File: src/hw/burst_detect_pkg.sv
package burst_detect_pkg;

   // width of one I or Q component
   localparam int SAMPLE_W = 16;

   // truncated correlation component width
   localparam int CORR_W = 24;

   localparam int MAG_W = 16;

   // phase counts per full turn is 2**PHASE_W
   localparam int PHASE_W = 16;

   // samples below threshold before a crossing ends
   localparam int DEBOUNCE = 5;

   typedef struct packed
   {
      logic signed [SAMPLE_W-1:0] i;
      logic signed [SAMPLE_W-1:0] q;
   } iq_t;

   typedef logic [31:0] power_t;

   typedef struct packed
   {
      logic signed [CORR_W-1:0] re;
      logic signed [CORR_W-1:0] im;
   } corr_t;

   // phase in the upper half
   typedef struct packed
   {
      logic [PHASE_W-1:0] phase;
      logic [MAG_W-1:0]   mag;
   } magphase_t;

   typedef struct packed
   {
      logic [15:0]        offset;
      logic [PHASE_W-1:0] phase;
   } burst_t;

endpackage
File: src/hw/cordic_vec.sv
`timescale 1ns/1ps

module cordic_vec
   import burst_detect_pkg::*;
#(
   parameter int STAGES = 12
)
(
   input  logic      clk,
   input  logic      i_rst,
   input  logic      i_clear,
   input  corr_t     i_corr,
   input  logic      i_valid,
   output logic      o_ready,
   output magphase_t o_magphase,
   output logic      o_valid,
   input  logic      i_ready
);

   // headroom for negation and the CORDIC gain of about 1.65
   localparam int XW = CORR_W + 2;
   // 1/K in 16 fractional bits
   localparam logic [16:0] GAIN_INV = 17'd39797;
   // gain fraction plus the corr to mag narrowing
   localparam int MAG_SHIFT = 16 + (CORR_W - MAG_W);
   localparam int PROD_W = XW + 17;

   typedef struct packed
   {
      logic signed [XW-1:0] x;
      logic signed [XW-1:0] y;
      logic [PHASE_W-1:0]   z;
   } rot_t;

   rot_t                  pre;
   rot_t                  stg [STAGES];
   logic [STAGES-1:0]     vld;
   logic                  adv;
   logic [PROD_W-1:0]     prod;
   logic [PROD_W-1:0]     mag_full;

   // atan(2^-s) in turn units
   function automatic logic [PHASE_W-1:0] atan_turn(input int s);
      case (s)
         0:       atan_turn = 16'd8192;
         1:       atan_turn = 16'd4836;
         2:       atan_turn = 16'd2555;
         3:       atan_turn = 16'd1297;
         4:       atan_turn = 16'd651;
         5:       atan_turn = 16'd326;
         6:       atan_turn = 16'd163;
         7:       atan_turn = 16'd81;
         8:       atan_turn = 16'd41;
         9:       atan_turn = 16'd20;
         10:      atan_turn = 16'd10;
         11:      atan_turn = 16'd5;
         12:      atan_turn = 16'd3;
         13:      atan_turn = 16'd1;
         14:      atan_turn = 16'd1;
         default: atan_turn = 16'd0;
      endcase
   endfunction

   // one micro-rotation toward y = 0
   function automatic rot_t iterate(input rot_t a, input int s);
      rot_t r;
      if (a.y[XW-1])
      begin
         r.x = a.x - (a.y >>> s);
         r.y = a.y + (a.x >>> s);
         r.z = a.z - atan_turn(s);
      end
      else
      begin
         r.x = a.x + (a.y >>> s);
         r.y = a.y - (a.x >>> s);
         r.z = a.z + atan_turn(s);
      end
      return r;
   endfunction

   // whole pipeline holds while the result waits
   assign adv     = !o_valid || i_ready;
   assign o_ready = adv;

   // fold the left half-plane over by half a turn
   always_comb
   begin
      pre.x = {{2{i_corr.re[CORR_W-1]}}, i_corr.re};
      pre.y = {{2{i_corr.im[CORR_W-1]}}, i_corr.im};
      pre.z = '0;
      if (i_corr.re[CORR_W-1])
      begin
         pre.x = -pre.x;
         pre.y = -pre.y;
         pre.z = 16'h8000;
      end
   end

   always_comb
   begin
      prod     = PROD_W'($unsigned(stg[STAGES-1].x)) * PROD_W'(GAIN_INV);
      mag_full = prod >> MAG_SHIFT;
   end

   always_ff @(posedge clk)
   begin
      if (adv)
      begin
         stg[0] <= iterate(pre, 0);
         for (int s = 1; s < STAGES; s++)
         begin
            stg[s] <= iterate(stg[s-1], s);
         end
         o_magphase.phase <= stg[STAGES-1].z;
         // saturate to 16 bits
         if (mag_full[PROD_W-1:MAG_W] != '0)
         begin
            o_magphase.mag <= '1;
         end
         else
         begin
            o_magphase.mag <= mag_full[MAG_W-1:0];
         end
      end
   end

   always_ff @(posedge clk)
   begin
      if (i_rst || i_clear)
      begin
         vld     <= '0;
         o_valid <= 1'b0;
      end
      else if (adv)
      begin
         vld[0] <= i_valid;
         for (int s = 1; s < STAGES; s++)
         begin
            vld[s] <= vld[s-1];
         end
         o_valid <= vld[STAGES-1];
      end
   end

endmodule

File: config.mk
export PLATFORM = sky130hd
export DESIGN_NAME = cordic_vec
export DESIGN_NICKNAME = d
export VERILOG_FILES = /design/src/hw/burst_detect_pkg.sv /design/src/hw/cordic_vec.sv
export SDC_FILE = /design/constraint.sdc
export NUM_CORES = 2
export LEC_CHECK = 0
export BUFFER_PORTS_ARGS = -buffer_cell sky130_fd_sc_hd__buf_2
export CORE_ASPECT_RATIO = 1.25
export CORE_MARGIN = 4
export CORE_UTILIZATION = 25
export CTS_CLUSTER_DIAMETER = 80
export CTS_CLUSTER_SIZE = 8
export DETAILED_ROUTE_END_ITERATION = 6
export PLACE_DENSITY_LB_ADDON = 0.2
export RECOVER_POWER = 50
export SETUP_SLACK_MARGIN = 0.15
export SLEW_MARGIN = 20
export SYNTH_ARGS = -nofsm -noshare
export SYNTH_HDL_FRONTEND = slang
export SYNTH_SLANG_ARGS = --single-unit
File: constraint.sdc
create_clock -name clk -period 54.9 [get_ports clk]
set_input_delay 10.98 -clock clk [delete_from_list [all_inputs] [get_ports clk]]
set_output_delay 10.98 -clock clk [all_outputs]
set_load 0.01 [all_outputs]
==> results.cfg <==
[synth]
synth.most_common_cell = ha_1
ys_seq_area_frac = 0.3163
netlist_area_mm2 = 0.07403
yosys_warnings = 0
synth_top_area_cell = edfxtp_1
syn_avg_cell_area_um2 = 9.458
yosys-top-cells-count = ha_1 (924), edfxtp_1 (771), nor2_1 (765)
synth_seq_cells = 784
synth-async-reset-ratio = 0
synth.distinct_cells = 86
synth-edff-count = 771
synthTopCellsByArea = edfxtp_1 (31%), ha_1 (16%), xnor2_1 (8.2%), fa_1 (5.7%), a21oi_1 (4.7%)
netlist.area_leader.share = 0.3128
synth_cells = 7827
ys.flop_type = edfxtp_1

[sta]
tightestPinTransition_ns = 2.800
setup_violations = 0
min_period_ns = 25.51
fin_crit_sh = 0.4646
drv_slew = 571
relSlewSlack = -0.8665
skew_ns = 0.03496
finalSetupTns_ns = 0
hold_viol = 0
rsz0062_at_grt = false
max_freq_mhz = 39.20

[clock_tree]
clk_path_buf_depth = 3
numCtsBuffers = 114
cts_tree = yes
cts_sinks = 784
clk_pin_slew_ns = 0.05
cts_hold_buf = 0
post_cts_buffers = 0
cts_resized = 0
cts_root_buffer = clkbuf_16
clock_latency_ns = 0.74
h-tree-depth = 3

[global_route]
grt_overflow = 0
grt_max_degree = 84
grt_pass1_wl_mm = 317.5
grt_usage = 0.1291
grt_pass1_vias = 57490
antenna_found_initial = 7

[routing]
avgViaCountPerCell = 4.699
drc = 0
firstDrtPassIters = 5
wl_per_cell_um = 16.83
drt_iter0_drc = 2764
ant_nets = 0
num_vias = 56000
wirelength_mm = 200.6

[finish]
regArea_mm2 = 0.02341
syn_to_final_growth_pct = 11.20
nFillCells = 31060
fin_nets = 9135
layout-drive-gt1-share = 0.03947
multi_input_area_mm2 = 0.04777

[worst_setup_path]
crit_start = i_ready
cp-end-kind = output pin
worstSetupPathType = in -> out
crit_fanout = 38
r2r-start = stg[2][259]
reg2reg_depth = 22
critical_path_required_ns = 43.92
start_kind = primary input
arrival_ns = 14.53

[placement]
dp.final_hpwl_mm = 163.5
gp_congestion = 0.8380
port_buffers = 85

[die]
die_area_mm2 = 0.3049
die_x_um = 494.7
initial_core_util = 0.2510
die_h_um = 616.4
io-pin-count = 87
fp-row-count = 223
core_mm2 = 0.2949

[flow_run]
maxCapViolCount = 13

[hold_path]
worstHoldPathCells = 0
min-delay-start = stg[2][214]
min_path_type = reg -> reg

[status]
status = finished with violations
failed_checks = capacitance limit, slew limit
## layer usage
layer  vias to the layer above  wire length [µm]  GRT usage  part of all wire
met5                         -                 0          0                 0
met4                         0              7686    0.04737             0.038
met3                       323              5104    0.01191             0.025
met2                       786            108000     0.2533              0.54
met1                     26520             79840     0.1414              0.40
li1                      28380                 -          -                 -
## cell families after synthesis
family | share of synthesized area
AND/OR/NAND/NOR | 0.1397
other | 0.0001014
multiplexers | 0.006997
AO/OA/AOI/OAI | 0.1652
flip-flops | 0.3163
buffers and inverters | 0.03864
adder cells (fa/ha/maj) | 0.2130
XOR/XNOR | 0.1201
## worst max-delay path, stage by stage
cell        delay (ns)
buf_2             0.10
nor2b_1           0.10
clkbuf_1          0.49
clkinvlp_2        1.97
buf_2             0.77
## sequential cells by signal (all words and copies together), names as in the netlist
signal and cells:
stg 740, o_valid 1, vld 12, o_magphase 31
## final timing paths
check,to,slack (ns)
worst min register to register,o_magphase[26],0.41
worst max register to register,o_magphase[11],47.18
worst min-delay path,o_magphase[26],0.41
worst max-delay path,o_ready,29.39
## layout make-up
cell class                      count  area share
Tap cell                         3937     0.05984
Clock inverter                     20    0.003298
Inverter                          635     0.02897
Clock buffer                      128     0.03529
Antenna cell                        1  0.00003040
Multi-Input combinational cell   6288      0.5803
Timing Repair Buffer              125    0.007858
Sequential cell                   784      0.2844
## cells in the final DEF, fill, tap and decap left out, types with 85 or more instances in the layout
cell	instances
a31oi_1	85
nor3_1	271
xnor2_1	689
inv_1	626
o21ai_0	332
ha_1	924
nand2_1	364
a21oi_1	695
o21a_1	109
edfxtp_1	771
fa_1	210
o21bai_1	103
xor2_1	326
nor2_1	765
clkbuf_16	114
nand3_1	110
a21o_1	196
nand2b_1	100
nor2b_1	136
## metrics by stage
stage	hold slack, ns	worst slack, ns	utilization	std cells	instance area, µm²
CTS	0.4117	31.97	0.2794	11920	82390
finish	0.4139	29.39	0.2791	11920	82320
global route	0.4264	28.89	0.2791	11920	82310
detailed placement	0.4056	31.97	0.2686	11770	79210
global placement	0.4041	31.98	0.2686	11770	79210
floorplan	0.4003	11.75	-	7829	74030
Power is not shown: default switching activity piles up to over one toggle a cycle in this logic, so the estimate is an artifact.
