## src/hw/stream_fifo.sv

```systemverilog
`timescale 1ns/1ps

module stream_fifo
#(
   parameter type T     = logic [31:0],
   parameter int  DEPTH = 16
)
(
   input  logic clk,
   input  logic i_rst,
   input  logic i_clear,
   input  T     i_data,
   input  logic i_valid,
   output logic o_ready,
   output T     o_data,
   output logic o_valid,
   input  logic i_ready
);

   localparam int PTR_W = (DEPTH > 1) ? $clog2(DEPTH) : 1;
   localparam int CNT_W = $clog2(DEPTH + 1);

   T                 mem [DEPTH];
   logic [PTR_W-1:0] wr_ptr;
   logic [PTR_W-1:0] rd_ptr;
   logic [CNT_W-1:0] count;
   logic             wr_en;
   logic             rd_en;

   // a full FIFO still takes a write when the head leaves in the same cycle
   assign o_ready = (count != CNT_W'(DEPTH)) || i_ready;
   assign o_valid = (count != '0);
   assign o_data  = mem[rd_ptr];

   assign wr_en = i_valid && o_ready;
   assign rd_en = o_valid && i_ready;

   always_ff @(posedge clk)
   begin
      if (wr_en)
      begin
         mem[wr_ptr] <= i_data;
      end
   end

   always_ff @(posedge clk)
   begin
      if (i_rst || i_clear)
      begin
         wr_ptr <= '0;
         rd_ptr <= '0;
         count  <= '0;
      end
      else
      begin
         if (wr_en)
         begin
            wr_ptr <= (wr_ptr == PTR_W'(DEPTH - 1)) ? '0 : wr_ptr + 1'b1;
         end
         if (rd_en)
         begin
            rd_ptr <= (rd_ptr == PTR_W'(DEPTH - 1)) ? '0 : rd_ptr + 1'b1;
         end
         // occupancy
         if (wr_en && !rd_en)
         begin
            count <= count + 1'b1;
         end
         else if (rd_en && !wr_en)
         begin
            count <= count - 1'b1;
         end
      end
   end

endmodule

```

## config.mk

```make
export PLATFORM = sky130hd
export DESIGN_NAME = stream_fifo
export DESIGN_NICKNAME = d
export VERILOG_FILES = /design/src/hw/stream_fifo.sv
export SDC_FILE = /design/constraint.sdc
export NUM_CORES = 1
export LEC_CHECK = 0
export BUFFER_PORTS_ARGS = -buffer_cell sky130_fd_sc_hd__buf_2
export CAP_MARGIN = 20
export CORE_ASPECT_RATIO = 1.25
export CORE_UTILIZATION = 40
export CTS_CLUSTER_SIZE = 40
export DETAILED_ROUTE_END_ITERATION = 8
export GPL_TIMING_DRIVEN = 0
export MAX_ROUTING_LAYER = met4
export SETUP_SLACK_MARGIN = 0.2
export SLEW_MARGIN = 0
export SYNTH_ARGS = -nofsm -noshare
export SYNTH_HDL_FRONTEND = slang
export SYNTH_SLANG_ARGS = --single-unit
```

## constraint.sdc

```tcl
create_clock -name clk -period 4.2 [get_ports clk]
set_input_delay 0.84 -clock clk [delete_from_list [all_inputs] [get_ports clk]]
set_output_delay 0.84 -clock clk [all_outputs]
set_load 0.02 [all_outputs]
```

==> results of run 1 <==
routing by layer:
layer  GRT usage [%]  wire length (um)
met4           4.554               799
met2           30.39             22490
met3           2.604              1826
met1           22.49             17800
met5               -                 0
per-stage QoR:
stage / area (um2) / power, uW
floorplan: 20080 / 6454
global route: 23330 / 11160
detailed placement: 21820 / 6725
CTS: 23330 / 10920
global placement: 21250 / 6700
finish: 23330 / 10820
power by group:
part	switching [uW]	internal [uW]
Sequential	20.3	5840
Clock	1830	2390
Combinational	427	311
registers in the layout, indices dropped and copies added, names as in the netlist, named ones only:
signal	count
count	5
mem	512
wr_ptr	4
rd_ptr	4
area by class of cell:
| type | count | area, um2 | share of cell area [%] |
|---|---|---|---|
| flip-flops and latches | 529 | 15720 | 67.35 |
| repair buffers | 98 | 808.3 | 3.464 |
| inverters | 4 | 15.01 | 0.06435 |
| well taps | 651 | 814.5 | 3.491 |
| plain buffers | 48 | 207.7 | 0.8902 |
| clock inverters | 26 | 193.9 | 0.8312 |
| multi-input cells | 314 | 4255 | 18.24 |
| diodes | 2 | 5.005 | 0.02145 |
| clock buffers | 62 | 1318 | 5.647 |
synth_stat cells (all sizes together) (3+ instances only):
cell type	instances	area (um2)
nor3	4	20.02
xor2	3	26.28
mux4	128	2883
buf	18	93.83
mux2i	4	40.04
nand2	36	135.1
a22oi	64	480.5
dfxtp	17	340.3
nand3	7	55.05
edfxtp	512	15370
clkbuf	30	113.9
nand2b	3	18.77
ha	9	112.6
nor2	25	93.84
a21oi	5	25.02
inv	4	15.01
cells by family (layout without fill, tap and decap cells):
family,count (synthesis),count (layout),share of synthesized area (%)
simple gates,85,85,1.994
flops,529,529,78.25
other cells,0,2,0
mux,132,132,14.55
fa+ha+maj,10,10,0.6604
xor+xnor,4,4,0.1745
compound gates,83,83,3.258
buf+inv,52,238,1.109
final timing paths:
kind	start	to	cells after the start
max	register	o_data[19]	6
min	rd_ptr[3]	register	2
max reg2reg	count[0]	count[3]	9
min reg2reg	rd_ptr[3]	register	2
tightest hold or removal path, stage by stage, from the launching register on:
cell and delay [ns]:
dfxtp_1 0.32, nand2_1 0.06, o21ai_1 0.06
==> results.json, run 1 <==
{
  "layout_worst_path_cycle_share_pct": 89.38,
  "fp.dieH_um": 252.5,
  "cts-buffers-inserted": 50,
  "timing.critical_path.slowest_stage_cell": "clkbuf_1",
  "maxSlewViolCount": 0,
  "critical_path_buf_inv_count": 3,
  "rsz0062_at_grt": "no",
  "flow.area_growth_from_synthesis_pct": 16.18,
  "htree_levels": 2,
  "global_route.usage.total_pct": 17.86,
  "report.final.setup_viol": 0,
  "pin_count_of_the_biggest_net_entering_global_routing": 23,
  "synth.ff_latch_count": 529,
  "share_of_layout_cells_above_drive_strength_1_pct": 30.80,
  "antenna_found_initial": 2,
  "effective_utilization_at_floorplan_pct": 40.64,
  "grt_overflow_total": 0,
  "ff2ff_setup_slack_ns": 1.40,
  "max-slew-margin-rel_pct": 41.75,
  "outcome": "finished, final reports clean",
  "data_arrival_time_at_the_worst_slack_endpoint_ns": 2.91,
  "synthDistinctLibCells": 42,
  "timing.hold.ws_ns": 0.4960,
  "n_fill_cell": 4111,
  "mostFrequentLayoutCell": "edfxtp_1",
  "maxClockFrequency_mhz": 266.4,
  "ys_warn_count": 0,
  "cts_resized": 0,
  "min-delay-path-class": "register to register",
  "numPortBuffers": 70,
  "crit_path_start_kind": "register",
  "finalNetCount": 1092,
  "fin_setup_tns_ns": 0,
  "number_of_ports_placed_on_the_die_boundary": 71,
  "number_of_buffers_added_to_fix_hold_violations_after_cts": 0,
  "gp_congestion": 0.7417,
  "core.rowCount": 91,
  "drv.max_cap_violation_count": 0,
  "timing.setup.critical_path_class": "register to output pin",
  "vias": 9419,
  "post_cts_buffers": 0,
  "detailedPlacementHpwl_mm": 27.29,
  "final_cell_count_no_fill": 1734,
  "critical-path-top-delay-family": "buffers and inverters",
  "setup_skew_after_layout_ns": 0.009956,
  "routed_wl_mm": 42.92,
  "ant_nets": 0,
  "tightestPinTransition_ns": 0.8738,
  "synth.cell_area_um2": 20080,
  "synth_edf_count": 512,
  "cp_data_required_time_ns": 3.36,
  "critical_path.cell_chain": "clkbuf_1 -> buf_2 -> mux4_2 -> a22oi_1 -> nand2_1 -> buf_2",
  "seq_area_frac_synth_pct": 78.25,
  "worst_path_largest_cell_delay_ns": 0.64,
  "dominantRegCellSynth": "edfxtp_1",
  "tritoncts": "built",
  "drt_iter0_drc": 783,
  "dp_cells": 1644,
  "ys_async_rst_share_pct": 0,
  "period_needed_ns": 3.754,
  "vdd.ir_drop.worst_v": 0.0002758,
  "drt-vias-per-instance": 5.432,
  "horizontal_die_dimension_um": 202.4,
  "crit_fanout": 10,
  "finalHoldViolations": 0,
  "clockRootBuffer": "clkbuf_16",
  "global_route_wire_length_before_repair_mm": 64.76,
  "clk_transition_reported_paths_ns": 0.06,
  "synthesis.area_per_instance_um2": 22.44,
  "drt-wirelength-per-cell_um": 24.75,
  "fp.dieArea_um2": 51110,
  "drt_first_pass_iters": 7,
  "vias_in_the_first_global_route": 10230,
  "worstSkewPairLatency_ns": 0.57,
  "ctsLongestPathBuffers": 3,
  "cellPowerDensity_nw_per_um2": 463.6,
  "critPathCaptureType": "output pin",
  "finish.utilization_pct": 47.22,
  "crit_top_cell": "buf_2",
  "postSynthCellCount": 895,
  "layout_common_cells": "512 x edfxtp_1, 128 x mux4_2, 85 x buf_2, 64 x a22oi_1, 51 x clkbuf_16",
  "detail_route.drc_violations": 0,
  "leakagePower_uw": 0.007323,
  "pre_cts_slack_ns": 0.9232,
  "setup_ws_ns": 0.4459,
  "postSynthNetCount": 942,
  "area_inside_the_core_boundary_um2": 49410,
  "tritoncts_num_sinks": 529
}
Power figures use the tool's default switching activity.
==> run 2: changes to the inputs <==
--- a/config.mk
+++ b/config.mk
@@ -5,6 +5,7 @@
 export SDC_FILE = /design/constraint.sdc
 export NUM_CORES = 1
 export LEC_CHECK = 0
+export ABC_AREA = 1
 export BUFFER_PORTS_ARGS = -buffer_cell sky130_fd_sc_hd__buf_2
 export CAP_MARGIN = 20
 export CORE_ASPECT_RATIO = 1.25
==> results.json, run 2 <==
{
  "post_cts_buffers": 0,
  "report.final.setup_viol": 0,
  "ff2ff_setup_slack_ns": 1.51,
  "clockRootBuffer": "clkbuf_16",
  "cts_resized": 0,
  "n_fill_cell": 4788,
  "critical-path-top-delay-family": "buffers and inverters",
  "number_of_buffers_added_to_fix_hold_violations_after_cts": 0,
  "cp_data_required_time_ns": 3.36,
  "critical_path.cell_chain": "clkbuf_1 -> inv_1 -> clkbuf_1 -> nand3_1 -> nand2_1 -> buf_2",
  "synth_edf_count": 512,
  "seq_area_frac_synth_pct": 71.51,
  "antenna_found_initial": 0,
  "timing.setup.critical_path_class": "register to output pin",
  "fp.dieH_um": 264.1,
  "multi_input_area_um2": 5340,
  "biggestRegsByFlops": "mem: 512 flops, count: 5 flops",
  "gr-usage-met2_pct": 40.34,
  "ys_top_cells_by_count": "765 x nand2_1, 512 x edfxtp_1, 237 x nand3_1, 137 x nor2_1, 92 x inv_1",
  "tritoncts": "built",
  "finalNetCount": 2200,
  "setup_ws_ns": 0.4552,
  "final_cell_count_no_fill": 2919,
  "horizontal_die_dimension_um": 211.7,
  "timing.hold.ws_ns": 0.5252,
  "tightestPinTransition_ns": 1.141,
  "mostFrequentLayoutCell": "nand2_1",
  "synth.cell_area_um2": 21980,
  "setup_skew_after_layout_ns": 0.01683,
  "layout_worst_path_cycle_share_pct": 89.16,
  "clk_transition_reported_paths_ns": 0.06,
  "dp_cells": 2829,
  "pre_cts_slack_ns": 1.038,
  "design_area_um2": 25610,
  "htree_levels": 2,
  "routed_wl_mm": 62.32,
  "detailedPlacementHpwl_mm": 42.39,
  "leakagePower_uw": 0.01004,
  "dominantRegCellSynth": "edfxtp_1",
  "tritoncts_num_sinks": 529,
  "maxClockFrequency_mhz": 267.0,
  "post_dp_cell_area_um2": 24010,
  "global_route_wire_length_before_repair_mm": 91.71,
  "global_route.usage.total_pct": 23.16,
  "antennaDiodeCount": 0,
  "yosysMostFrequentCell": "nand2_1",
  "vdd.ir_drop.worst_v": 0.0002636,
  "synthDominantCellAreaShare_pct": 69.96,
  "grt.busiest_layer": "met2",
  "gp_congestion": 0.8441,
  "number_of_flip_flops_in_the_largest_register": 512,
  "effective_utilization_at_floorplan_pct": 40.73,
  "max-slew-margin-rel_pct": 23.95,
  "vias": 15020,
  "numPortBuffers": 70,
  "core.rowCount": 95,
  "postSynthCellCount": 1982,
  "globalRouteMet1Util_pct": 28.09,
  "synth_top_cell_by_area": "edfxtp_1",
  "synth_area_leaders": "edfxtp_1 70%, nand2_1 13%, nand3_1 5.4%, nor2_1 2.3%, inv_1 1.6%",
  "drt_iter0_drc": 1445,
  "flow.area_growth_from_synthesis_pct": 16.53,
  "drv.max_cap_violation_count": 0,
  "cts-buffers-inserted": 49,
  "synthesis.area_per_instance_um2": 11.09,
  "area_inside_the_core_boundary_um2": 53960,
  "cellPowerDensity_nw_per_um2": 450.5,
  "drt-wirelength-per-cell_um": 21.35,
  "outcome": "finished, final reports clean",
  "layout_common_cells": "765 x nand2_1, 512 x edfxtp_1, 237 x nand3_1, 136 x nor2_1, 118 x buf_2",
  "grt_overflow_total": 0,
  "worst_path_largest_cell_delay_ns": 0.68,
  "postSynthNetCount": 2029,
  "number_of_ports_placed_on_the_die_boundary": 71,
  "crit_fanout": 10,
  "drt-vias-per-instance": 5.146,
  "critPathCaptureType": "output pin",
  "ys_warn_count": 0,
  "finalHoldViolations": 0,
  "synth.ff_latch_count": 529,
  "rsz0062_at_grt": "no",
  "detail_route.drc_violations": 0,
  "worstSkewPairLatency_ns": 0.57,
  "min-delay-path-class": "register to register",
  "data_arrival_time_at_the_worst_slack_endpoint_ns": 2.90,
  "globalRouteMet3Util_pct": 2.936,
  "synthDistinctLibCells": 22,
  "ctsLongestPathBuffers": 3,
  "drt_first_pass_iters": 5,
  "ys_async_rst_share_pct": 0,
  "pin_count_of_the_biggest_net_entering_global_routing": 18,
  "timing.critical_path.slowest_stage_cell": "clkbuf_1",
  "maxSlewViolCount": 0,
  "share_of_layout_cells_above_drive_strength_1_pct": 13.14,
  "regMostFlops": "mem",
  "sequential_cell_area_um2": 15720,
  "vias_in_the_first_global_route": 14400,
  "crit_path_start_kind": "register",
  "critical_path_buf_inv_count": 4,
  "ant_nets": 0,
  "period_needed_ns": 3.745,
  "crit_top_cell": "clkbuf_1",
  "fp.dieArea_um2": 55890
}
[run 2: worst min-delay path, stage by stage (launching register included)]
cell and delay [ns]:
dfxtp_1 0.32, nand2_1 0.06, a21oi_1 0.08
[run 2: power breakdown]
group | switching (uW) | total (uW) | internal [uW]
clock network | 1940 | 4480 | 2540
registers | 20.2 | 5860 | 5840
logic | 854 | 1200 | 345
total | 2810 | 11500 | 8730
[run 2: per-layer routing]
layer / share of wire [%] / vias up / wire length (um)
met5: 0 / - / 0
met4: 2.4 / 0 / 1519
met3: 6.7 / 103 / 4178
met2: 52 / 585 / 32530
met1: 39 / 7310 / 24080
li1: - / 7023 / -
[run 2: cell families (layout without fill, tap and decap cells)]
logic type / after synthesis / count (layout) / synth area share [%]
simple gates: 1156 / 1156 / 21.20
flops: 529 / 529 / 71.51
buf+inv: 202 / 412 / 4.657
compound gates: 82 / 82 / 1.913
fa+ha+maj: 10 / 10 / 0.6035
xor+xnor: 3 / 3 / 0.1196
[run 2: final timing paths]
| check | start | end | cells past startpoint |
|---|---|---|---|
| worst min register to register | rd_ptr[3] | rd_ptr[3] | 2 |
| worst max-delay path | register | o_data[19] | 6 |
| worst max register to register | count[0] | mem[12][17] | 7 |
| worst min-delay path | rd_ptr[3] | rd_ptr[3] | 2 |
[run 2: through the flow]
stage	power (uW)	TNS (ns)	util, %
finish	11540	0	47.46
CTS	11590	0	47.46
global placement	7128	-977.40	43.09
global route	11880	0	47.46
floorplan	6669	0	-
detailed placement	7175	0	44.49
[run 2: layout make-up]
type,instances,area share [%]
buffer,107,2.585
clock buffer,60,5.149
clock inverter,30,1.109
timing repair buffer,120,3.977
multi-input combinational,1251,20.85
inverter,95,1.412
tap,727,3.552
sequential,529,61.36
