`src/hw/burst_detect_pkg.sv`:
```
package burst_detect_pkg;

   // width of one I or Q component
   localparam int SAMPLE_W = 16;

   // truncated correlation component width
   localparam int CORR_W = 24;

   localparam int MAG_W = 16;

   // phase counts per full turn is 2**PHASE_W
   localparam int PHASE_W = 16;

   // samples below threshold before a crossing ends
   localparam int DEBOUNCE = 5;

   typedef struct packed
   {
      logic signed [SAMPLE_W-1:0] i;
      logic signed [SAMPLE_W-1:0] q;
   } iq_t;

   typedef logic [31:0] power_t;

   typedef struct packed
   {
      logic signed [CORR_W-1:0] re;
      logic signed [CORR_W-1:0] im;
   } corr_t;

   // phase in the upper half
   typedef struct packed
   {
      logic [PHASE_W-1:0] phase;
      logic [MAG_W-1:0]   mag;
   } magphase_t;

   typedef struct packed
   {
      logic [15:0]        offset;
      logic [PHASE_W-1:0] phase;
   } burst_t;

endpackage
```
`src/hw/peak_finder.sv`:
```
`timescale 1ns/1ps

module peak_finder
   import burst_detect_pkg::*;
#(
   parameter int SCALAR = 131072
)
(
   input  logic      clk,
   input  logic      i_rst,
   input  logic      i_clear,
   input  power_t    i_power,
   input  logic      i_power_valid,
   output logic      o_power_ready,
   input  magphase_t i_magphase,
   input  logic      i_mp_valid,
   output logic      o_mp_ready,
   output burst_t    o_burst,
   output logic      o_last,
   output logic      o_valid,
   input  logic      i_ready
);

   localparam logic signed [33:0] SCALAR_S = 34'(SCALAR);

   logic signed [MAG_W+1:0]  mag_m1;
   logic signed [MAG_W+35:0] scaled;
   logic                     thresh_met;
   logic                     do_op;

   logic [31:0]              counter;
   logic [7:0]               debounce;
   logic [MAG_W-1:0]         max_val;
   logic [PHASE_W-1:0]       max_phase;
   logic [31:0]              max_idx;
   logic                     peak_seen;

   // threshold test: (mag - 1) * SCALAR > power
   assign mag_m1     = $signed({2'b00, i_magphase.mag}) - 18'sd1;
   assign scaled     = mag_m1 * SCALAR_S;
   assign thresh_met = scaled > $signed({20'd0, i_power});

   // join of the two streams
   assign do_op         = i_power_valid && i_mp_valid && i_ready;
   assign o_valid       = i_power_valid && i_mp_valid;
   assign o_power_ready = do_op;
   assign o_mp_ready    = do_op;

   always_ff @(posedge clk)
   begin
      if (i_rst || i_clear)
      begin
         counter   <= '0;
         debounce  <= '0;
         max_val   <= '0;
         max_phase <= '0;
         max_idx   <= '0;
         peak_seen <= 1'b0;
         o_last    <= 1'b0;
         o_burst   <= '0;
      end
      else if (do_op)
      begin
         counter <= counter + 1'b1;
         o_last  <= 1'b0;
         o_burst <= '0;
         if (thresh_met || (debounce != '0))
         begin
            if (thresh_met)
            begin
               debounce <= 8'(DEBOUNCE);
            end
            else
            begin
               debounce <= debounce - 1'b1;
            end
            // strongest point of the crossing
            if (i_magphase.mag > max_val)
            begin
               max_val   <= i_magphase.mag;
               max_phase <= i_magphase.phase;
               max_idx   <= counter;
               peak_seen <= 1'b1;
            end
         end
         else if (peak_seen)
         begin
            // crossing over, report once
            o_last         <= 1'b1;
            o_burst.offset <= 16'(counter - max_idx);
            o_burst.phase  <= max_phase;
            max_val        <= '0;
            max_idx        <= '0;
            peak_seen      <= 1'b0;
         end
      end
   end

endmodule

```
`config.mk`:
```
export PLATFORM = sky130hd
export DESIGN_NAME = peak_finder
export DESIGN_NICKNAME = d
export VERILOG_FILES = /design/src/hw/burst_detect_pkg.sv /design/src/hw/peak_finder.sv
export SDC_FILE = /design/constraint.sdc
export NUM_CORES = 1
export LEC_CHECK = 0
export ABC_AREA = 1
export BUFFER_PORTS_ARGS = -buffer_cell sky130_fd_sc_hd__buf_4
export CORE_MARGIN = 3
export CORE_UTILIZATION = 58
export CTS_BUF_LIST = sky130_fd_sc_hd__clkbuf_4 sky130_fd_sc_hd__clkbuf_8
export CTS_CLUSTER_SIZE = 24
export DETAILED_ROUTE_END_ITERATION = 10
export GPL_TIMING_DRIVEN = 0
export PLACE_DENSITY = 0.82
export SYNTH_ARGS = -nofsm -noshare
export SYNTH_HDL_FRONTEND = slang
export SYNTH_SLANG_ARGS = --single-unit
```
`constraint.sdc`:
```
create_clock -name clk -period 7.85 [get_ports clk]
set_clock_uncertainty 0.1 [all_clocks]
set_input_delay 1.1775 -clock clk [delete_from_list [all_inputs] [get_ports clk]]
set_output_delay 1.1775 -clock clk [all_outputs]
set_load 0.01 [all_outputs]
```
==> results of run 1 <==
## path summary, 6_finish.rpt
check | start | slack, ps | endpoint | depth (start not counted)
worst min-delay path | max_phase[6]$_SDFFE_PP0P_ | 360 | o_burst[6]$_SDFFE_PP0P_ | 2
worst max-delay path | i_magphase[1] | 3510 | o_burst[21]$_SDFFE_PP0P_ | 23
worst max register to register | max_val[15]$_SDFFE_PP0P_ | 4810 | max_phase[0]$_SDFFE_PP0P_ | 14
worst min register to register | max_phase[6]$_SDFFE_PP0P_ | 360 | o_burst[6]$_SDFFE_PP0P_ | 2
## cell families (layout without fill, tap and decap cells)
logic type | count (synthesis) | after routing | synth area share, %
xor gates and xnor gates | 31 | 31 | 4.47
buffers and inverters | 131 | 252 | 9.30
AOI/OAI and AO/OA | 162 | 162 | 13.7
DFF | 106 | 106 | 34.9
and+or+nand+nor | 371 | 371 | 27.2
adders and majority gates | 50 | 50 | 10.4
## worst max-delay path, stage by stage
cell and delay (ps):
buf_4 130, or2_1 230, nor2_2 130, nand3_2 130
nor2_4 140, nand2_1 100, nor3_1 260, nand2_1 110
xor2_1 160, ha_1 270, nand2_1 40, inv_1 60
nand2_1 90, nor3_1 200, nand4_1 90, nand2_1 120
nand2_2 80, nand2_4 130, nand4_1 270, inv_2 280
buf_6 180, nand2_1 60, a21oi_1 120
## where the power goes
| part | total [mW] | internal [mW] | switching [mW] |
|---|---|---|---|
| clock network | 0.380 | 0.182 | 0.198 |
| registers | 0.542 | 0.540 | 0.00198 |
| logic | 0.136 | 0.0565 | 0.0797 |
| total | 1.06 | 0.779 | 0.279 |
## metal layers
layer  GRT usage [%]  part of all wire (%)
met5               0                     0
met4            6.13                   1.4
met3            5.61                   5.8
met2            43.6                    47
met1            34.0                    45
## state kept, by name (all words and copies together) (netlist names)
| name | cells |
|---|---|
| counter | 16 |
| debounce | 8 |
| o_burst | 32 |
| max_idx | 16 |
| o_last | 1 |
| max_val | 16 |
| max_phase | 16 |
| peak_seen | 1 |
## cell usage in the layout (no fill, tap or decap), types with 7 or more instances in the layout
cell type  instances
nand4_1            8
buf_6              7
xnor2_1           11
a21oi_1          130
xor2_1            20
nand3_1           75
nor2_1            49
o21ai_0           23
clkbuf_8           9
clkbuf_1          15
buf_4            109
inv_1             96
dfxtp_1          106
nand2_1          198
nor3_1            12
ha_1              49
## per-stage QoR
step / cells / hold WS, ps
after global routing: 1105 / 381
after global placement: 1089 / 345
after floorplan: 851 / 339
after detailed placement: 1089 / 348
final: 1105 / 364
after CTS: 1105 / 363
## area by class of cell
class	instances	area, µm²
plain buffers	31	185
clock buffers	9	124
clock inverters	7	98.8
fillers	874	2740
inverters	100	380
multi-input cells	614	3390
flip-flops and latches	106	2120
well taps	133	166
repair buffers	105	788
==> results by group, run 1 <==
Run status
  – Status: finished clean

Routing
  – Total Routed Length: 14700 µm
  – Drt pass-1 iters: 5
  – Post-route ant nets: 0
  – Residual DRC: 0
  – Number of DRC markers in iteration 0: 349
  – Routed len/inst: 13.3 µm
  – Vias per cell: 5.21
  – Via count: 5759

Yosys
  – Syn_area_per_cell: 7.14 µm²
  – Top-count cell post-synth: nand2_1
  – #FFs+latches synth: 106
  – Syn Inst Count: 851
  – Count of cell types in the netlist: 39
  – Ys async rst share: 0%
  – Synth cell count leaders: nand2_1 (198), a21oi_1 (130), dfxtp_1 (106)
  – Synth Warn #: 0
  – Synth top area share: 34.9%
  – Synth top area cells: dfxtp_1 (35%), nand2_1 (12%), a21oi_1 (11%), ha_1 (10%), nand3_1 (6.2%)
  – Number of flops mapped to enable cells by yosys: 0
  – Sequential area share after synthesis: 34.9%
  – Syn nets: 971
  – Dominant synthesized flop cell: dfxtp_1
  – Area leader, netlist: dfxtp_1
  – Netlist Area Pre-Place: 6080 µm²

Power
  – Total power: 1.06 mW
  – Pleak: 3.02 nW
  – Maximum VDD drop: 0.144 mV
  – Cell Pwr Density: 146 nW/µm²

Timing
  – Final Max Slew Viols: 0
  – Final Critical Period: 4340 ps
  – Worst slew pin tran: 833 ps
  – Max-slew headroom: 44.3%
  – RSZ-0062 raised after global routing: no
  – Setup-failing EPs final: 0
  – Final Hold Viols: 0
  – Setup TNS: 0 ps
  – Slack of the critical path: 3510 ps
  – Final Cycle Share: 55.3%
  – F_max: 0.230 GHz

CTS
  – Worst-Skew Late Latency: 380 ps
  – Hold bufs inserted after CTS: 0
  – H-Tree Depth: 3
  – Post-CTS Setup Inserts: 0
  – TritonCTS buffer count: 9
  – CTS tree: yes
  – CTS Root Cell: clkbuf_8
  – Clk sink count: 106
  – Post-cts sizing count: 0
  – Clock Pin Slew Worst Setup and Hold Paths: 100 ps
  – Clock Path Buffers: 2

Placed design
  – Post-DP Area: 7030 µm²
  – Routability-driven placement congestion ratio: 0.880
  – Port bufs: 105
  – Dpl ws: 3080 ps
  – HPWL after detailed placement: 11300 µm

Layout
  – Area Overhead vs Synth: 19.4%
  – Share of cells above drive strength 1: 16.0%
  – Ant. Diodes: 0
  – Final nets: 1087
  – Finished Cell Area: 7260 µm²
  – Post-layout util: 72.6%

Die
  – Core ar.: 10000 µm²
  – I/O Pins: 106
  – Die H: 108 µm
  – Die footprint: 11700 µm²
  – Rows: 36
  – Initial Utilization: 60.8%
  – Die Wd: 108 µm

Critical path
  – Worst endpoint required time: 8060 ps
  – Crit path DAT: 4550 ps
  – CP endpoint kind: register
  – Setup Crit Path Kind: primary input to register
  – CP Max Fanout: 10
  – CP Launch Type: primary input

Global routing
  – Number of global-route vias before repair: 5445
  – Grt total ovfl: 0
  – Antenna violations before repair: 0
  – First-pass GRT wire length: 24700 µm
  – Largest net degree at the start of global routing: 19
  – GRT Resource Usage Total: 25.9%

Flow run
  – Max_cap viols: 0

Min path
  – Min-Delay Path Class: register to register
(Power assumes the default switching activity.)
==> inputs of run 2 (changes only) <==
==> constraint.sdc (replaced) <==
create_clock -name clk -period 4.2 [get_ports clk]
set_clock_uncertainty 0.1 [all_clocks]
set_input_delay 0.63 -clock clk [delete_from_list [all_inputs] [get_ports clk]]
set_output_delay 0.63 -clock clk [all_outputs]
set_load 0.01 [all_outputs]
==> run 2 against run 1 <==
- utilization up 0.10 points
- clock power grew 87%
- sequential share of layout area barely moved
- die area stayed put
- clock-buffer cell count unchanged
- cell count hardly changed
- highest routed layer unchanged
- non-clock buffer count increased by 1
- sequential cell count did not move
- via count is essentially flat
- critical path depth up 1
==> results by group, run 2 (synthesis gave the netlist of run 1 again) <==
Layout
  – Biggest register: o_burst
  – Share of cells above drive strength 1: 16.1% (+0.086 points)
  – Ant. Diodes: 0 (unchanged)
  – Finished Layout Cells: 1106 (+0.090%)
  – Most frequent cells in the layout: nand2_1 (198), a21oi_1 (130), buf_4 (110), dfxtp_1 (106), inv_1 (96)
  – Post-layout util: 72.7% (+0.10 points)
  – Area Overhead vs Synth: 19.5%
  – Finished Cell Area: 7270 µm² (+0.14%)
  – Final nets: 1088 (+0.092%)
  – Max reg flops: 32 (unchanged)
  – Leading cell type in the layout, fill and taps excluded: nand2_1

Routing
  – Drt pass-1 iters: 5 (unchanged)
  – Routed len/inst: 13.3 µm (-0.15%)
  – Via count: 5754 (-0.087%)
  – Total Routed Length: 14700 µm (about the same)
  – Number of DRC markers in iteration 0: 353 (+1.1%)
  – Vias per cell: 5.20 (-0.18%)
  – Residual DRC: 0 (unchanged)
  – Post-route ant nets: 0 (unchanged)

Timing
  – Final Max Slew Viols: 0 (unchanged)
  – Final Hold Viols: 0 (unchanged)
  – Worst slew pin tran: 798 ps (-34.8 ps)
  – Final Critical Period: 3700 ps
  – RSZ-0062 raised after global routing: no
  – Final Cycle Share: 88.1%
  – F_max: 0.270 GHz
  – Setup-failing EPs final: 0 (unchanged)
  – Max-slew headroom: 46.6% (+2.3 points)

Die
  – Core ar.: 10000 µm² (unchanged)
  – I/O Pins: 106 (unchanged)
  – Die H: 108 µm (unchanged)
  – Die Wd: 108 µm (unchanged)
  – Die footprint: 11700 µm² (unchanged)
  – Initial Utilization: 60.8% (unchanged)
  – Rows: 36 (unchanged)

Critical path
  – WP depth: 24 (+4.3%)
  – FF-to-FF path depth: 14 (unchanged)
  – Worst Path Buf+Inv: 4 (unchanged)
  – Crit-path cells: buf_4 -> or2_1 -> nor2_2 -> nand3_2 -> nor2_4 -> nand2_1 -> nor3_1 -> nand2_1 -> xor2_1 -> ha_1 -> nand2_1 -> inv_1 -> nand2_1 -> nor3_1 -> nand4_1 -> nand2_1 -> nand2_2 -> nand2_4 -> nand2_4 -> nand2_4 -> clkinv_4 -> buf_6 -> nand3_1 -> a21oi_1
  – CP Launch Type: primary input
  – CP max stage cell: ha_1
  – Reg2reg start: max_val[15]$_SDFFE_PP0P_
  – Crit. Startpoint: i_magphase[1]
  – CP endpoint kind: register
  – Setup Crit Path Kind: primary input to register
  – Reg2reg end: max_phase[0]$_SDFFE_PP0P_
  – CP delay by family, top: simple AND/OR/NAND/NOR gates
  – R2R setup slack: 1140 ps (-3670 ps)
  – Critical Path Max Stage Delay: 270 ps (about the same)
  – Crit path DAT: 3860 ps (-690 ps)
  – CP Max Fanout: 10 (unchanged)
  – Worst endpoint required time: 4360 ps (-3700 ps)
  – Most used cell, CP: nand2_1

Min path
  – WHS Endpoint: o_burst[6]$_SDFFE_PP0P_
  – Hold path cells: 2 (unchanged)
  – Min-Delay Path Class: register to register
  – Hold path startpoint: max_phase[6]$_SDFFE_PP0P_

Placed design
  – HPWL after detailed placement: 11300 µm (unchanged)
  – DP Cell Count: 1089 (unchanged)
  – Port bufs: 105 (unchanged)
  – Routability-driven placement congestion ratio: 0.880 (unchanged)
  – Post-DP Area: 7030 µm² (unchanged)

CTS
  – Clock Pin Slew Worst Setup and Hold Paths: 100 ps (about the same)
  – H-Tree Depth: 3 (unchanged)
  – Clk sink count: 106 (unchanged)
  – Hold bufs inserted after CTS: 0 (unchanged)
  – Clock Path Buffers: 2 (unchanged)
  – Worst-Skew Late Latency: 380 ps (about the same)
  – CTS tree: yes
  – CTS Root Cell: clkbuf_8
  – TritonCTS buffer count: 9 (unchanged)

Run status
  – Status: finished clean

Global routing
  – Number of global-route vias before repair: 5445 (unchanged)
  – GRT Resource Usage Total: 25.9% (unchanged)
  – Largest net degree at the start of global routing: 19 (unchanged)
  – Grt total ovfl: 0 (unchanged)
  – First-pass GRT wire length: 24700 µm (unchanged)
  – Antenna violations before repair: 0 (unchanged)

Power
  – Int Pwr: 1.46 mW (+87%)
  – Switch share: 26.4% (-0.027 points)
  – Maximum VDD drop: 0.269 mV (+87%)
  – Clock power share: 35.9% (about the same)
  – Sequential share of power: 51.3% (about the same)
  – Pleak: 3.02 nW (+0.12%)
  – Logic pwr share: 12.9% (about the same)
  – Switching Power: 521 µW (+87%)
  – Cell Pwr Density: 272 nW/µm² (+87%)

Flow run
  – Max_cap viols: 0 (unchanged)
run 2: cell types whose count changed in the layout (fill, tap and decap cells not counted), sizes merged:
cell  before  now
buf      121  122
run 2: worst max path at each step:
stage,slack [ps],endpoint
finish,500,max_idx[5]$_SDFFE_PP0P_
detailed placement,-30,o_burst[13]$_SDFFE_PP0P_
CTS,370,o_burst[17]$_SDFFE_PP0P_
floorplan,760,max_idx[0]$_SDFFE_PP0P_
global placement,50,o_burst[12]$_SDFFE_PP0P_
global route,130,max_val[1]$_SDFFE_PP0P_
run 2: tightest hold or removal path: stages, from the launching register on:
cell     delay, ps
dfxtp_1        320
nand2_1         60
a21oi_1         50
run 2: power groups by stage:
| stage | Clock, mW | Combinational (mW) | Sequential [mW] |
|---|---|---|---|
| 2_1_floorplan | 0 | 0.147 | 1.04 |
| 4_1_cts | 0.710 | 0.255 | 1.01 |
| 6_report | 0.709 | 0.255 | 1.01 |
| 3_3_place_gp | 0 | 0.248 | 1.04 |
| 3_5_place_dp | 0 | 0.253 | 1.04 |
| 5_1_grt | 0.748 | 0.288 | 1.01 |
run 2: through the flow:
step / hold WS [ps] / total power, mW / TNS, ps / setup slack [ps]
floorplan: 339 / 1.18 / 0 / 759
global placement: 345 / 1.28 / 0 / 48.6
detailed placement: 348 / 1.29 / -94.1 / -25.6
CTS: 363 / 1.98 / 0 / 365
global route: 381 / 2.05 / 0 / 134
finish: 364 / 1.98 / 0 / 500
run 2: final cells by class:
class	count	area, µm²
Multi-Input combinational cell	614	3390
Fill cell	871	2730
Sequential cell	106	2120
Timing Repair Buffer	106	796
Inverter	100	383
Buffer	31	185
Tap cell	133	166
Clock buffer	9	124
Clock inverter	7	98.8
run 2: timing repair:
action,4_1_cts,5_1_grt
setup endpoints to repair,0,8
buffers inserted,0,1
gates resized for setup,0,1
run 2: routing by layer:
metal	up-vias	wire length, µm	global-route usage, %
li1	3023	-	-
met1	2593	6690	34.0
met5	-	0	0
met2	122	6970	43.6
met4	0	216	6.13
met3	16	838	5.61
==> inputs of run 3 (changes only) <==
--- a/config.mk
+++ b/config.mk
@@ -14,6 +14,7 @@
 export DETAILED_ROUTE_END_ITERATION = 10
 export GPL_TIMING_DRIVEN = 0
 export PLACE_DENSITY = 0.82
+export REMOVE_ABC_BUFFERS = 1
 export SYNTH_ARGS = -nofsm -noshare
 export SYNTH_HDL_FRONTEND = slang
 export SYNTH_SLANG_ARGS = --single-unit
==> run 3 against run 2 <==
- register-to-register slack worse by 210 ps
- first-iteration DRC count increased by 0.85%
- worst hold slack hardly changed
- sequential share of layout area grew 0.85 points
- global-route usage fell by 2.4 points
- die area is the same
- clock-buffer cell count is 1 higher
- non-clock buffer count shrank 31
- clock power shrank 18%
- wire length down 9.2%
- total power down 7.4%
- combinational power is 7% lower
- largest cell class unchanged
- largest power group unchanged
==> results by group, run 3 (synthesis gave the netlist of run 1 again) <==
Routing
  – Vias per cell: 5.24 (+0.63%)
  – Number of DRC markers in iteration 0: 356 (+0.85%)
  – Residual DRC: 0 (unchanged)
  – Post-route ant nets: 0 (unchanged)
  – Total Routed Length: 13400 µm (-9.2%)
  – Routed len/inst: 12.4 µm (-6.6%)
  – Drt pass-1 iters: 6 (+1)
  – Via count: 5628 (-2.2%)

Timing
  – Final Critical Period: 3720 ps (+17.3 ps)
  – Final Hold Viols: 0 (unchanged)
  – Final Cycle Share: 88.5% (+0.41 points)
  – Hold WS: 365 ps (+0.374 ps)
  – F_max: 0.269 GHz (-0.47%)
  – Setup-failing EPs final: 0 (unchanged)
  – Slack of the critical path: 483 ps (-17.3 ps)
  – Setup TNS: 0 ps (unchanged)
  – Final Max Slew Viols: 0 (unchanged)
  – Worst slew pin tran: 1110 ps (+316 ps)
  – RSZ-0062 raised after global routing: no
  – Max-slew headroom: 25.4% (-21 points)

Layout
  – Area Overhead vs Synth: 16.1%
  – Biggest register: o_burst
  – Share of cells above drive strength 1: 15.6% (-0.53 points)
  – Final nets: 1057 (-2.8%)
  – Most frequent cells in the layout: nand2_1 (198), a21oi_1 (130), dfxtp_1 (106), buf_4 (106), inv_1 (95)
  – Finished Cell Area: 7060 µm² (-2.8%)
  – Max reg flops: 32 (unchanged)
  – Ant. Diodes: 0 (unchanged)
  – Post-layout util: 70.6% (-2.1 points)
  – Leading cell type in the layout, fill and taps excluded: nand2_1
  – Finished Layout Cells: 1075 (-2.8%)

CTS
  – Clock Pin Slew Worst Setup and Hold Paths: 100 ps (about the same)
  – TritonCTS buffer count: 9 (unchanged)
  – H-Tree Depth: 3 (unchanged)
  – Clock Path Buffers: 2 (unchanged)
  – Clk sink count: 106 (unchanged)
  – Worst-Skew Late Latency: 380 ps (about the same)
  – CTS Root Cell: clkbuf_8
  – CTS tree: yes
  – Hold bufs inserted after CTS: 0 (unchanged)

Critical path
  – FF-to-FF path depth: 13 (-1)
  – CP endpoint kind: register
  – Setup Crit Path Kind: primary input to register
  – Worst endpoint required time: 4330 ps (-30 ps)
  – CP Max Fanout: 32 (+22)
  – Crit path DAT: 3840 ps (-20 ps)
  – CP Launch Type: primary input

Min path
  – Hold path cells: 2 (unchanged)
  – Min-Delay Path Class: register to register

Global routing
  – Antenna violations before repair: 0 (unchanged)
  – Number of global-route vias before repair: 5127 (-5.8%)
  – Grt total ovfl: 0 (unchanged)
  – Largest net degree at the start of global routing: 92 (+73)
  – GRT Resource Usage Total: 23.5% (-2.4 points)
  – First-pass GRT wire length: 22700 µm (-8.1%)

Placed design
  – HPWL after detailed placement: 9470 µm (-16%)
  – Post-DP Area: 6850 µm² (-2.6%)
  – Port bufs: 105 (unchanged)
  – DP Cell Count: 1058 (-2.8%)
  – Dpl ws: -247 ps (-222 ps)
  – Routability-driven placement congestion ratio: 0.875 (-0.59%)

Power
  – Cell Pwr Density: 259 nW/µm² (-4.7%)
  – Pleak: 2.92 nW (-3.5%)
  – Total power: 1.83 mW (-7.4%)
  – Maximum VDD drop: 0.243 mV (-9.6%)

Die
  – Rows: 36 (unchanged)
  – Core ar.: 10000 µm² (unchanged)
  – Die footprint: 11700 µm² (unchanged)
  – I/O Pins: 106 (unchanged)
  – Die Wd: 108 µm (unchanged)
  – Die H: 108 µm (unchanged)
  – Initial Utilization: 60.8% (unchanged)

Flow run
  – Max_cap viols: 0 (unchanged)

Run status
  – Status: finished clean
==> run 3: power by group <==
part	internal [mW]	total [mW]	switching, mW
clock	0.228	0.581	0.353
combinational	0.0959	0.237	0.141
sequential	1.01	1.01	0.00353
==> run 3: final timing paths <==
check             slack [ps]                        end                       from
hold / removal           360    o_burst[0]$_SDFFE_PP0P_  max_phase[0]$_SDFFE_PP0P_
setup / recovery         480   max_idx[15]$_SDFFE_PP0P_              i_magphase[1]
hold reg to reg          360    o_burst[0]$_SDFFE_PP0P_  max_phase[0]$_SDFFE_PP0P_
setup reg to reg         930  max_phase[0]$_SDFFE_PP0P_   max_val[15]$_SDFFE_PP0P_
==> run 3: critical path, stage by stage <==
cell	delay, ps
buf_4	130
or2_1	230
nor2_2	130
nand3_2	120
nor2_4	140
nand2_1	110
nor3_2	170
nand2_1	90
xor2_1	150
ha_1	270
nand2_1	40
inv_1	70
nand2_1	80
nor3_1	190
nand4_1	100
nand2_1	120
nand2_2	80
nand2_4	130
nand2_4	90
nand2_1	150
nand3_4	360
nand2_1	200
a21oi_1	80
==> run 3: final cells by class <==
type | count | area (µm²)
multi-input combinational | 614 | 3400
fill | 919 | 2940
sequential | 106 | 2120
timing repair buffer | 106 | 796
inverter | 100 | 390
tap | 133 | 166
clock buffer | 10 | 131
clock inverter | 6 | 50.0
==> run 3: routing by layer <==
| metal | global-route usage [%] | vias to the layer above | routed length, µm |
|---|---|---|---|
| li1 | - | 2954 | - |
| met5 | 0 | - | 0 |
| met1 | 31.0 | 2551 | 6370 |
| met2 | 39.6 | 110 | 6240 |
| met4 | 5.86 | 0 | 135 |
| met3 | 4.78 | 13 | 627 |
==> run 3: timing repair <==
action	4_1_cts	5_1_grt
setup buffers	0	1
gates resized for setup	0	6
endpoints found under the setup margin	0	62
